[src/cpu_pkg.sv]
`default_nettype none

package cpu_pkg;

	localparam int XLEN = 32; // Data word width

	// Primary opcode field, instr[31:26]
	typedef enum logic [5:0] {
		OP_RTYPE = 6'h00,
		OP_J     = 6'h02,
		OP_BEQ   = 6'h04,
		OP_BNE   = 6'h05,
		OP_ADDIU = 6'h09,
		OP_ORI   = 6'h0d,
		OP_LUI   = 6'h0f,
		OP_LW    = 6'h23,
		OP_SW    = 6'h2b
	} opcode_e;

	// R-type function field, instr[5:0]
	typedef enum logic [5:0] {
		FN_ADDU = 6'h21,
		FN_SUBU = 6'h23,
		FN_AND  = 6'h24,
		FN_OR   = 6'h25,
		FN_SLT  = 6'h2a
	} funct_e;

	typedef enum logic [2:0] {
		ALU_ADD = 3'd0,
		ALU_SUB = 3'd1,
		ALU_AND = 3'd2,
		ALU_OR  = 3'd3,
		ALU_SLT = 3'd4,
		ALU_LUI = 3'd5 // b[15:0] into upper half
	} alu_op_e;

	typedef enum logic [1:0] {
		EXT_SIGN  = 2'd0,
		EXT_ZERO  = 2'd1,
		EXT_UPPER = 2'd2
	} ext_mode_e;

	typedef enum logic [1:0] {
		NPC_SEQ       = 2'd0,
		NPC_BRANCH_EQ = 2'd1,
		NPC_BRANCH_NE = 2'd2,
		NPC_JUMP      = 2'd3
	} npc_mode_e;

	// Control word from the decoder
	typedef struct packed {
		alu_op_e   alu_op;
		logic      alu_src_imm; // Second operand from immediate
		logic      wr_addr_rd;  // Write to rd, else rt
		logic      wb_from_mem; // Write back load data
		logic      reg_wr;
		logic      mem_wr;
		ext_mode_e ext_mode;
		npc_mode_e npc_mode;
		logic      invalid;
	} ctrl_t;

	// One record per retired instruction
	typedef struct packed {
		logic            valid;
		logic [XLEN-1:0] pc;
		logic [XLEN-1:0] instr;
		logic            wr_en;
		logic [4:0]      wr_addr;
		logic [XLEN-1:0] wr_data;
		logic            mem_wr_en;
		logic            invalid;
	} retire_t;

endpackage

`default_nettype wire
[src/cpu_alu.sv]
`timescale 1ns/1ps
`default_nettype none

module cpu_alu (
	input  logic [cpu_pkg::XLEN-1:0] a,
	input  logic [cpu_pkg::XLEN-1:0] b,
	input  cpu_pkg::alu_op_e         op,
	output logic [cpu_pkg::XLEN-1:0] result,
	output logic                     equal
);

	logic [cpu_pkg::XLEN-1:0] diff;
	logic                     less;

	assign diff = a - b;

	// Signed compare from the subtraction and operand signs
	assign less = (a[cpu_pkg::XLEN-1] != b[cpu_pkg::XLEN-1]) ?
		a[cpu_pkg::XLEN-1] : diff[cpu_pkg::XLEN-1];

	always_comb begin
		case (op)
			cpu_pkg::ALU_ADD: result = a + b;
			cpu_pkg::ALU_SUB: result = diff;
			cpu_pkg::ALU_AND: result = a & b;
			cpu_pkg::ALU_OR:  result = a | b;
			cpu_pkg::ALU_SLT: result = {{(cpu_pkg::XLEN-1){1'b0}}, less};
			cpu_pkg::ALU_LUI: result = {b[15:0], 16'h0000};
			default:          result = '0;
		endcase
	end

	assign equal = (a == b); // Branch condition

endmodule

`default_nettype wire

[config.mk]
export PLATFORM = sky130hd
export DESIGN_NAME = cpu_alu
export DESIGN_NICKNAME = d
export VERILOG_FILES = /design/src/cpu_pkg.sv /design/src/cpu_alu.sv
export SDC_FILE = /design/constraint.sdc
export NUM_CORES = 1
export LEC_CHECK = 0
export ABC_CLOCK_PERIOD_IN_PS = 3300
export BUFFER_PORTS_ARGS = -buffer_cell sky130_fd_sc_hd__buf_4
export CORE_AREA = 8 8 106 108
export DETAILED_ROUTE_END_ITERATION = 10
export DIE_AREA = 0 0 114 116
export GPL_TIMING_DRIVEN = 0
export MAX_ROUTING_LAYER = met4
export PLACE_DENSITY = 0.77
export SLEW_MARGIN = 20
export SYNTH_ARGS = -nofsm -noshare
export SYNTH_HDL_FRONTEND = slang
export SYNTH_SLANG_ARGS = --single-unit
[constraint.sdc]
create_clock -name vclk -period 3.3
set_clock_uncertainty 0.15 [all_clocks]
set_input_delay 0 -clock vclk [all_inputs]
set_output_delay 0 -clock vclk [all_outputs]
set_load 0.005 [all_outputs]
==> flow_summary.json <==
{
  "run_status": "finished, violations left",
  "violations": "negative setup slack",
  "holdWs_ns": 0.2349,
  "critPathArrivalTime_ns": 3.16,
  "synthToLayoutAreaGrowth_pct": 23.30,
  "finish.instance_area_um2": 5984,
  "relSlewSlack": 0.4507,
  "place_area_um2": 5763,
  "drt-wirelength-per-cell_um": 21.28,
  "grt_overflow_total": 0,
  "synth_most_common_cell": "inv_1",
  "wl_met1_mm": 8.407,
  "cell_internal_pwr_w": 0.0004481,
  "n_antenna_cell": 0,
  "grt_usage": 0.3138,
  "cts_hold_buffers": 0,
  "die_h_um": 116,
  "pwr-share-comb": 1.000,
  "ant_nets": 0,
  "die_area_um2": 13220,
  "io_pins": 100,
  "critical_path_class": "primary input to output port",
  "vias": 6270,
  "multi_input_area_um2": 4477,
  "seq_area_um2": 0,
  "numPortBuffers": 99,
  "critPathCaptureType": "output port",
  "yosys_warnings": 0,
  "place_inst": 987,
  "route.met3.wl_mm": 1.892,
  "synthTopCellsByCount": "inv_1, ha_1, a21oi_1",
  "synth_nets": 920,
  "p_switching_w": 0.0006451,
  "vias_per_cell": 6.340,
  "ir_worst_vdd_uv": 90.09,
  "finalNonFillerCells": 989,
  "setup_tns_ns": -0.005010,
  "rsz0062_at_grt": "true",
  "rows": 36,
  "seq_cell_count": 0,
  "setup_ws_ns": -0.005010,
  "top_layer_used": "met4",
  "synthTopCellsByArea": "ha_1, a21oi_1, inv_1",
  "wl_mm": 21.04,
  "num-nets-final": 1023,
  "synth_largest_area_cell": "ha_1",
  "setup_viol": 1,
  "ys_types": 70,
  "fmax_ghz": 0.3026,
  "drcViolationCount": 0,
  "power.leakage_nw": 2.821,
  "core_region_area_um2": 9549,
  "p_per_area_nw_per_um2": 182.7,
  "firstDrtPassIters": 5,
  "dpl.hpwl_mm": 16.74,
  "hold_viol": 0,
  "slew_viol_final": 0,
  "seqPwrFrac": 0,
  "syn_avg_cell_area_um2": 6.428,
  "first_global_vias": 6124,
  "cp.required_ns": 3.15,
  "worst_slew_pin_slew_ns": 0.8240,
  "die_w_um": 114,
  "clkPwrFrac": 0,
  "fin_crit_sh": 1.002,
  "syn_inst": 755,
  "ys_seq_area_frac": 0,
  "worst_setup_path_start_kind": "primary input",
  "period_needed_ns": 3.305,
  "path_max_fanout": 3,
  "nFillCells": 915,
  "antenna_found_initial": 0,
  "hold_class": "primary input to output port",
  "synthesis.area_um2": 4853,
  "switching_share": 0.5901,
  "drt-initial-drc-count": 672,
  "grt_start_max_net_pins": 11,
  "start_util": 0.5083,
  "yosysTopAreaCellShare": 0.2449,
  "num-clock-buffers": 0,
  "layout-drive-gt1-share": 0.1822,
  "drv_cap": 0,
  "grt_pass1_wl_mm": 32.38,
  "place_congestion": 1.008,
  "route.met2.wl_mm": 9.850
}
-- cell families after synthesis --
logic type	Yosys count	synth area share
AO/OA/AOI/OAI	283	0.3743
multiplexers	6	0.01547
buffers and inverters	144	0.1137
adder cells (fa/ha/maj)	98	0.2573
XOR/XNOR	26	0.04692
AND/OR/NAND/NOR	198	0.1923
-- critical path: stages --
cell      delay (ns)
buf_8           0.11
inv_4           0.06
ha_4            0.19
buf_6           0.11
or3_4           0.40
or2_4           0.28
o22ai_4         0.18
o21ai_4         0.11
nand3_2         0.13
nand3_2         0.08
a21oi_2         0.14
nor2_1          0.07
o31ai_2         0.23
fa_1            0.46
nor2_1          0.10
a21oi_1         0.05
a21oi_1         0.17
o211ai_1        0.11
buf_4           0.16
-- layout make-up --
cell class	instances	share of cell area
multi-input cells	611	0.7481
repair buffers	104	0.1323
inverters	102	0.06439
well taps	133	0.02781
plain buffers	39	0.02739
-- layout by cell type, fill, tap and decap left out, types with 3 or more instances in the layout --
| cell | netlist | layout |
|---|---|---|
| nand2b_1 | 7 | 7 |
| a21oi_1 | 88 | 87 |
| a221o_1 | 4 | 4 |
| o31ai_1 | 8 | 6 |
| o22ai_1 | 7 | 7 |
| o21bai_1 | 12 | 12 |
| nor2b_1 | 8 | 8 |
| fa_1 | 3 | 3 |
| a211oi_1 | 28 | 28 |
| xnor2_1 | 21 | 21 |
| a31o_2 | 3 | 3 |
| o211ai_1 | 11 | 11 |
| clkbuf_1 | 26 | 23 |
| o31ai_2 | 1 | 3 |
| nor2_1 | 80 | 80 |
| buf_4 | 0 | 102 |
| buf_1 | 7 | 7 |
| ha_1 | 95 | 89 |
| buf_2 | 9 | 8 |
| nand2_1 | 38 | 38 |
| nor4_1 | 7 | 6 |
| xor2_1 | 5 | 5 |
| inv_2 | 0 | 6 |
| and2_1 | 3 | 3 |
| o31a_1 | 3 | 3 |
| nor3_1 | 19 | 19 |
| nor3b_1 | 3 | 3 |
| o221ai_1 | 5 | 5 |
| mux2i_1 | 3 | 3 |
| and3_1 | 4 | 4 |
| nand3_1 | 14 | 12 |
| a21o_1 | 9 | 9 |
| a31oi_1 | 10 | 9 |
| ha_4 | 0 | 6 |
| inv_1 | 101 | 94 |
| o21a_1 | 7 | 7 |
| o21ai_0 | 56 | 52 |
| o21ai_1 | 4 | 7 |
-- final timing paths --
path | start | cells past startpoint | end
max | b[8] | 19 | result[31]
min | b[6] | 4 | result[22]
-- power by group through the flow --
stage,clock network (W),registers (W),logic (W)
6_report,0,0,0.00109
2_1_floorplan,0,0,0.000638
4_1_cts,0,0,0.00105
3_5_place_dp,0,0,0.00101
3_3_place_gp,0,0,0.000992
5_1_grt,0,0,0.00117
-- metal layers --
metal  GRT usage  vias to the layer above
li1            -                     2871
met3     0.03700                       77
met2      0.5312                      401
met5           -                        -
met4      0.1251                        0
met1      0.3718                     2921
-- what timing repair did --
item,in CTS,in global routing
setup endpoints to repair,4,5
pin swaps,14,4
setup buffers,5,0
gates resized for setup,31,13
-- through the flow --
step | setup slack, ns | total power (W) | utilization
floorplan | 0.3261 | 0.0006382 | -
global placement | -0.5566 | 0.0009920 | 0.6035
detailed placement | -0.5836 | 0.001007 | 0.6035
CTS | 0.001713 | 0.001048 | 0.6229
global route | -0.08682 | 0.001175 | 0.6267
finish | -0.005010 | 0.001093 | 0.6267
Power figures use the tool's default switching activity.
