### config.mk
export PLATFORM = sky130hd
export DESIGN_NAME = cpu_control
export DESIGN_NICKNAME = d
export VERILOG_FILES = /design/src/cpu_pkg.sv /design/src/cpu_control.sv
export SDC_FILE = /design/constraint.sdc
export NUM_CORES = 1
export LEC_CHECK = 0
export ABC_AREA = 1
export BUFFER_PORTS_ARGS = -buffer_cell sky130_fd_sc_hd__buf_2
export CORE_AREA = 2 2 39 41
export DETAILED_ROUTE_END_ITERATION = 8
export DIE_AREA = 0 0 41 43
export PLACE_DENSITY_LB_ADDON = 0.12
export REMOVE_ABC_BUFFERS = 1
export SLEW_MARGIN = 10
export SYNTH_ARGS = -nofsm -noshare
export SYNTH_HDL_FRONTEND = slang
export SYNTH_SLANG_ARGS = --single-unit
### constraint.sdc
create_clock -name vclk -period 0.8
set_input_delay 0.04 -clock vclk [all_inputs]
set_output_delay 0.04 -clock vclk [all_outputs]
set_load 0.01 [all_outputs]
### src/cpu_pkg.sv
`default_nettype none

package cpu_pkg;

	localparam int XLEN = 32; // Data word width

	// Primary opcode field, instr[31:26]
	typedef enum logic [5:0] {
		OP_RTYPE = 6'h00,
		OP_J     = 6'h02,
		OP_BEQ   = 6'h04,
		OP_BNE   = 6'h05,
		OP_ADDIU = 6'h09,
		OP_ORI   = 6'h0d,
		OP_LUI   = 6'h0f,
		OP_LW    = 6'h23,
		OP_SW    = 6'h2b
	} opcode_e;

	// R-type function field, instr[5:0]
	typedef enum logic [5:0] {
		FN_ADDU = 6'h21,
		FN_SUBU = 6'h23,
		FN_AND  = 6'h24,
		FN_OR   = 6'h25,
		FN_SLT  = 6'h2a
	} funct_e;

	typedef enum logic [2:0] {
		ALU_ADD = 3'd0,
		ALU_SUB = 3'd1,
		ALU_AND = 3'd2,
		ALU_OR  = 3'd3,
		ALU_SLT = 3'd4,
		ALU_LUI = 3'd5 // b[15:0] into upper half
	} alu_op_e;

	typedef enum logic [1:0] {
		EXT_SIGN  = 2'd0,
		EXT_ZERO  = 2'd1,
		EXT_UPPER = 2'd2
	} ext_mode_e;

	typedef enum logic [1:0] {
		NPC_SEQ       = 2'd0,
		NPC_BRANCH_EQ = 2'd1,
		NPC_BRANCH_NE = 2'd2,
		NPC_JUMP      = 2'd3
	} npc_mode_e;

	// Control word from the decoder
	typedef struct packed {
		alu_op_e   alu_op;
		logic      alu_src_imm; // Second operand from immediate
		logic      wr_addr_rd;  // Write to rd, else rt
		logic      wb_from_mem; // Write back load data
		logic      reg_wr;
		logic      mem_wr;
		ext_mode_e ext_mode;
		npc_mode_e npc_mode;
		logic      invalid;
	} ctrl_t;

	// One record per retired instruction
	typedef struct packed {
		logic            valid;
		logic [XLEN-1:0] pc;
		logic [XLEN-1:0] instr;
		logic            wr_en;
		logic [4:0]      wr_addr;
		logic [XLEN-1:0] wr_data;
		logic            mem_wr_en;
		logic            invalid;
	} retire_t;

endpackage

`default_nettype wire
### src/cpu_control.sv
`timescale 1ns/1ps
`default_nettype none

module cpu_control (
	input  logic [cpu_pkg::XLEN-1:0] instr,
	output cpu_pkg::ctrl_t           ctrl
);

	cpu_pkg::opcode_e opcode;
	cpu_pkg::funct_e  funct;

	assign opcode = cpu_pkg::opcode_e'(instr[31:26]);
	assign funct  = cpu_pkg::funct_e'(instr[5:0]);

	always_comb begin
		// Defaults describe a no-op
		ctrl.alu_op      = cpu_pkg::ALU_ADD;
		ctrl.alu_src_imm = 1'b0;
		ctrl.wr_addr_rd  = 1'b0;
		ctrl.wb_from_mem = 1'b0;
		ctrl.reg_wr      = 1'b0;
		ctrl.mem_wr      = 1'b0;
		ctrl.ext_mode    = cpu_pkg::EXT_SIGN;
		ctrl.npc_mode    = cpu_pkg::NPC_SEQ;
		ctrl.invalid     = 1'b0;

		case (opcode)
			cpu_pkg::OP_RTYPE: begin
				ctrl.wr_addr_rd = 1'b1;
				ctrl.reg_wr     = 1'b1;
				case (funct)
					cpu_pkg::FN_ADDU: ctrl.alu_op = cpu_pkg::ALU_ADD;
					cpu_pkg::FN_SUBU: ctrl.alu_op = cpu_pkg::ALU_SUB;
					cpu_pkg::FN_AND:  ctrl.alu_op = cpu_pkg::ALU_AND;
					cpu_pkg::FN_OR:   ctrl.alu_op = cpu_pkg::ALU_OR;
					cpu_pkg::FN_SLT:  ctrl.alu_op = cpu_pkg::ALU_SLT;
					default: begin
						ctrl.reg_wr  = 1'b0; // Unknown funct
						ctrl.invalid = 1'b1;
					end
				endcase
			end
			cpu_pkg::OP_ADDIU: begin
				ctrl.alu_src_imm = 1'b1;
				ctrl.reg_wr      = 1'b1;
			end
			cpu_pkg::OP_ORI: begin
				ctrl.alu_op      = cpu_pkg::ALU_OR;
				ctrl.alu_src_imm = 1'b1;
				ctrl.ext_mode    = cpu_pkg::EXT_ZERO;
				ctrl.reg_wr      = 1'b1;
			end
			cpu_pkg::OP_LUI: begin
				ctrl.alu_op      = cpu_pkg::ALU_LUI;
				ctrl.alu_src_imm = 1'b1;
				ctrl.ext_mode    = cpu_pkg::EXT_ZERO;
				ctrl.reg_wr      = 1'b1;
			end
			cpu_pkg::OP_LW: begin
				ctrl.alu_src_imm = 1'b1; // Base plus offset
				ctrl.wb_from_mem = 1'b1;
				ctrl.reg_wr      = 1'b1;
			end
			cpu_pkg::OP_SW: begin
				ctrl.alu_src_imm = 1'b1;
				ctrl.mem_wr      = 1'b1;
			end
			cpu_pkg::OP_BEQ: ctrl.npc_mode = cpu_pkg::NPC_BRANCH_EQ;
			cpu_pkg::OP_BNE: ctrl.npc_mode = cpu_pkg::NPC_BRANCH_NE;
			cpu_pkg::OP_J:   ctrl.npc_mode = cpu_pkg::NPC_JUMP;
			default:         ctrl.invalid  = 1'b1;
		endcase
	end

endmodule

`default_nettype wire

==> results_dict.tcl, run 1 <==
set metrics [dict create \
    routedWlPerCell_um 8.97 \
    syn_inst 66 \
    fmax_mhz 1120 \
    synthMuxAreaShare_pct 0 \
    first_global_vias 428 \
    dpl-instance-area_um2 537 \
    drive_gt1_share_pct 62.7 \
    die_height_um 43 \
    hp-class "in -> out" \
    dp.cells 116 \
    grt_max_degree 7 \
    numPortBuffers 24 \
    dr_wl_met2_um 577 \
    drtAntennaViolNets 0 \
    synthXorXnorAreaFrac_pct 0 \
    hold_violations 0 \
    clock_buffers 0 \
    nets 136 \
    status "finished with violations" \
    p_int_uw 118 \
    arrival_ps 850 \
    grt_pass1_wl_um 1690 \
    drc 0 \
    synth_area_um2 322 \
    cts_hold_buf 0 \
    pwr-share-clk_pct 0 \
    violations "setup timing" \
    nFlopsAndLatches 0 \
    p_comb_share_pct 100.0 \
    hpwlAfterDp_um 837 \
    peakVddDrop_uv 181 \
    dr.max_layer_used "met3" \
    netSwitchingFraction_pct 52.6 \
    routed-wl-met3_um 74 \
    grt_usage_pct 12.9 \
    path_buf_inv 3 \
    vias_per_cell 4.36 \
    report.final.slew_viol_count 0 \
    regArea_um2 0 \
    path_max_fanout 6 \
    holdWs_ps 449 \
    leakagePower_nw 0.403 \
    setup_viol 8 \
    drtIter0Drc 1 \
    start_kind "primary input" \
    period_share_pct 111 \
    finalInstanceArea_um2 696 \
    grt_overflow 0 \
    die_width_um 41 \
    totalPowerFinal_uw 249 \
    slowest_stage "nor2_4" \
    p_sw_uw 131 \
    synth_simple_gate_area_share_pct 77.0 \
    fin_util_pct 50.3 \
    power_density_nw_per_um2 358 \
    fin_ws_ps -90.6 \
    drt-pass1-iter-count 3 \
    die-area_um2 1760 \
    yosys.cell_types.count 15 \
    grt_setup_unrepaired "yes" \
    seq_area_frac_synth_pct 0 \
    cap_violations 0 \
    critical-path-top-delay-family "simple AND/OR/NAND/NOR gates" \
    synth_adder_area_share_pct 0 \
    grt_antenna_before_repair 0 \
    wl_met1_um 407 \
    cp_cell_sequence "buf_6, nor2_4, nand2_2, nor2_4, nand3_2, nand2_2, inv_2, nand2_1, buf_2" \
    fin_crit_ps 891 \
    ioPinCount 45 \
    worstSetupEndpointType "primary output" \
    rows 14 \
    yosys_warnings 0 \
    required_ps 760 \
    vias 515 \
    synth_top_family_by_area "simple AND/OR/NAND/NOR gates" \
    pwr-share-seq_pct 0 \
    crit_type "in -> out" \
    core-area_um2 1380 \
    synth-compound-area-share_pct 4.28 \
    routabilityCongestion 0.709 \
    slowest_delay_ps 160 \
    start_util_pct 23.2 \
    antennaDiodeCount 0 \
    avgSynthCellArea_um2 4.87 \
    routed_wl_um 1060 \
    final_cells 118 \
    area_growth_pct 116 \
]
## cell families (layout without fill, tap and decap cells)
family | after synthesis | in the layout
AOI/OAI and AO/OA | 2 | 2
and+or+nand+nor | 49 | 49
other | 1 | 1
buffers and inverters | 14 | 50
## per-layer routing
metal / vias up / global-route usage (%)
li1: 273 / -
met1: 227 / 16.6
met2: 15 / 24.1
met3: 0 / 0
met4: 0 / 0
met5: - / 0
## cell usage in the layout, fill, tap and decap left out, drive strengths merged
master	count
buf	37
nand2	19
nor2	17
inv	13
nand3	8
nand3b	2
nor3	1
o22ai	1
nand4	1
o31ai	1
nor3b	1
conb	1
## per-stage QoR
stage | setup TNS, ps | worst slack (ps)
5_1_grt | -977 | -148
3_3_place_gp | -626 | -150
4_1_cts | -412 | -116
3_5_place_dp | -695 | -166
2_1_floorplan | 0 | 52.8
6_report | -382 | -90.6
## layout make-up
cell class         instances  area, µm²
inverters                 13       58.8
fillers                  169        688
multi-input cells         52        354
well taps                 16       20.0
repair buffers            37        263
## power by group through the flow
| stage | registers, mW | clock network, mW | logic [mW] |
|---|---|---|---|
| finish | 0 | 0 | 0.249 |
| global route | 0 | 0 | 0.272 |
| CTS | 0 | 0 | 0.236 |
| detailed placement | 0 | 0 | 0.178 |
| global placement | 0 | 0 | 0.178 |
| floorplan | 0 | 0 | 0.0803 |
## path summary, 6_finish.rpt
| path | startpoint | to | slack, ps | cells past startpoint |
|---|---|---|---|---|
| worst min-delay path | instr[26] | ctrl[3] | 450 | 4 |
| worst max-delay path | instr[27] | ctrl[6] | -90 | 9 |
## cell usage after synthesis
library cell / number / area, µm²
nand3b_1: 2 / 15.0
nor2_1: 12 / 45.0
nor2_4: 2 / 22.5
nand2_2: 2 / 12.5
inv_1: 13 / 48.8
o22ai_1: 1 / 6.26
conb_1: 1 / 3.75
buf_4: 1 / 7.51
nor3b_1: 1 / 7.51
nor3_4: 1 / 16.3
nand4_1: 1 / 6.26
nand3_1: 8 / 40.0
o31ai_1: 1 / 7.51
nor2_2: 3 / 18.8
nand2_1: 17 / 63.8
## timing repair
| action | CTS | global route |
|---|---|---|
| buffers inserted | 2 | 1 |
| endpoints found under the hold margin | 0 | 0 |
| endpoints found under the setup margin | 9 | 9 |
| pin swaps | 15 | 4 |
| resized for setup | 34 | 8 |
Note: power is estimated with default switching activity, not from simulation.
==> run 2: changes to the inputs <==
ABC_AREA = 0   (was 1)
SLEW_MARGIN = unset   (was 10)
==> run 2 against run 1 <==
Effect of this change: critical path depth decreased by 1; non-clock buffer count increased by 8; the run still ends with setup timing left; final area increased by 2.3%; via count decreased by 5.6%; synthesized area decreased by 11%.
==> results_dict.tcl, run 2 <==
set metrics [dict create \
    arrival_ps 1420 \
    slowest_stage "or4_4" \
    dpl-instance-area_um2 522 \
    cp_cell_sequence "buf_6, or4_4, buf_4, buf_6, buf_6, buf_6, a21oi_2, buf_2" \
    hp-class "in -> out" \
    core-area_um2 1380 \
    hold_violations 0 \
    leakagePower_nw 0.363 \
    drtIter0Drc 4 \
    grt_antenna_before_repair 0 \
    power_density_nw_per_um2 386 \
    vias 486 \
    path_common_cell "buf_6" \
    path_max_fanout 2 \
    final_cell_mix "buf_2, buf_4, buf_6, nand2b_1, a21oi_1" \
    yosys_warnings 0 \
    die_width_um 41 \
    required_ps 760 \
    fmax_mhz 687 \
    regArea_um2 0 \
    synth.top_cells.by_count "a21oi_1, nand2b_1" \
    routed_wl_um 1110 \
    first_global_vias 418 \
    grt_setup_unrepaired "yes" \
    grt_usage_pct 12.2 \
    min_path_cells 4 \
    seq_area_frac_synth_pct 0 \
    totalPowerFinal_uw 275 \
    fin_crit_ps 1460 \
    start_kind "primary input" \
    drt-pass1-iter-count 4 \
    period_share_pct 182 \
    grt_max_degree 9 \
    violations "setup timing" \
    clock_buffers 0 \
    area_growth_pct 147 \
    routabilityCongestion 0.630 \
    nFlopsAndLatches 0 \
    slowest_delay_ps 550 \
    worstSetupEndpointType "primary output" \
    synthTopCellsByArea "a21oi_1, nand2b_1, nand3b_4" \
    yosysTopAreaCellShare_pct 8.70 \
    drive_gt1_share_pct 72.4 \
    min_to "ctrl[2]" \
    peakVddDrop_uv 168 \
    syn_inst 44 \
    drtAntennaViolNets 0 \
    fin_ws_ps -656 \
    avgSynthCellArea_um2 6.54 \
    hpwlAfterDp_um 782 \
    grt_overflow 0 \
    vias_per_cell 4.72 \
    crit_type "in -> out" \
    rows 14 \
    numPortBuffers 24 \
    setup_viol 11 \
    synth_area_um2 288 \
    synth.most_common_cell "a21oi_1" \
    drc 0 \
    report.final.slew_viol_count 0 \
    holdWs_ps 433 \
    antennaDiodeCount 0 \
    status "finished with violations" \
    ioPinCount 45 \
    die_height_um 43 \
    grt_pass1_wl_um 1610 \
    fin_util_pct 51.4 \
    hold_start "instr[30]" \
    place_worst_setup_slack_ps -646 \
    start_util_pct 20.8 \
    layout_commonest_cell "buf_2" \
    synth_area_leader_cell "a21oi_1" \
    finalInstanceArea_um2 712 \
    nets 121 \
    yosys.cell_types.count 27 \
    die-area_um2 1760 \
    fillCellCount 145 \
    cap_violations 0 \
    routedWlPerCell_um 10.8 \
]
[run 2: cell families (layout without fill, tap and decap cells)]
| group | count (synthesis) | after routing | synth area share [%] |
|---|---|---|---|
| AND/OR/NAND/NOR | 25 | 25 | 60.4 |
| AO/OA/AOI/OAI | 12 | 12 | 27.4 |
| buffers and inverters | 5 | 48 | 7.83 |
| other | 1 | 1 | 1.30 |
| XOR/XNOR | 1 | 1 | 3.04 |
[run 2: how the worst max path moves through the flow]
stage                         start        to  slack (ps)  cells after the start
final                     instr[26]   ctrl[1]        -660                      8
after global routing      instr[26]  ctrl[11]        -710                      6
after CTS                 instr[26]  ctrl[10]        -640                      6
after detailed placement  instr[26]  ctrl[10]        -650                      6
after global placement    instr[26]  ctrl[10]        -620                      6
after floorplan           instr[26]  ctrl[10]        -530                      4
[run 2: cell type report]
class / count / area [µm²] / area share, %
inverter: 3 / 11.3 / 1.58
multi-input combinational: 39 / 345 / 48.5
tap: 16 / 20.0 / 2.81
timing repair buffer: 45 / 335 / 47.1
[run 2: power by group]
group	leakage (nW)	internal, mW	switching (mW)	total [mW]
Combinational	0.363	0.152	0.123	0.275
Clock	0	0	0	0
Sequential	0	0	0	0
Total	0.363	0.152	0.123	0.275
[run 2: metal layers]
metal / up-vias / GRT usage, % / routed length [µm]
li1: 245 / - / -
met1: 217 / 16.5 / 424
met2: 22 / 19.7 / 562
met3: 2 / 1.05 / 99
met4: 0 / 3.33 / 21
met5: - / 0 / 0
[run 2: worst max-delay path: cells and delay by family]
kind / cells / cell delay [ps]
AO/OA/AOI/OAI: 1 / 120
buffers and inverters: 6 / 710
AND/OR/NAND/NOR: 1 / 550
[run 2: timing repair]
action | in CTS | in global routing
buffers inserted | 7 | 3
endpoints found under the hold margin | 0 | 0
endpoints found under the setup margin | 12 | 12
gates cloned | 0 | 0
hold buffers | 0 | 0
resized for setup | 22 | 10
pin swaps | 2 | 4
[run 2: through the flow]
stage / TNS [ps] / instances
after CTS: -4190 / 102
after floorplan: -2370 / 42
final: -4670 / 103
after global placement: -4070 / 96
after detailed placement: -4140 / 96
after global routing: -5200 / 103
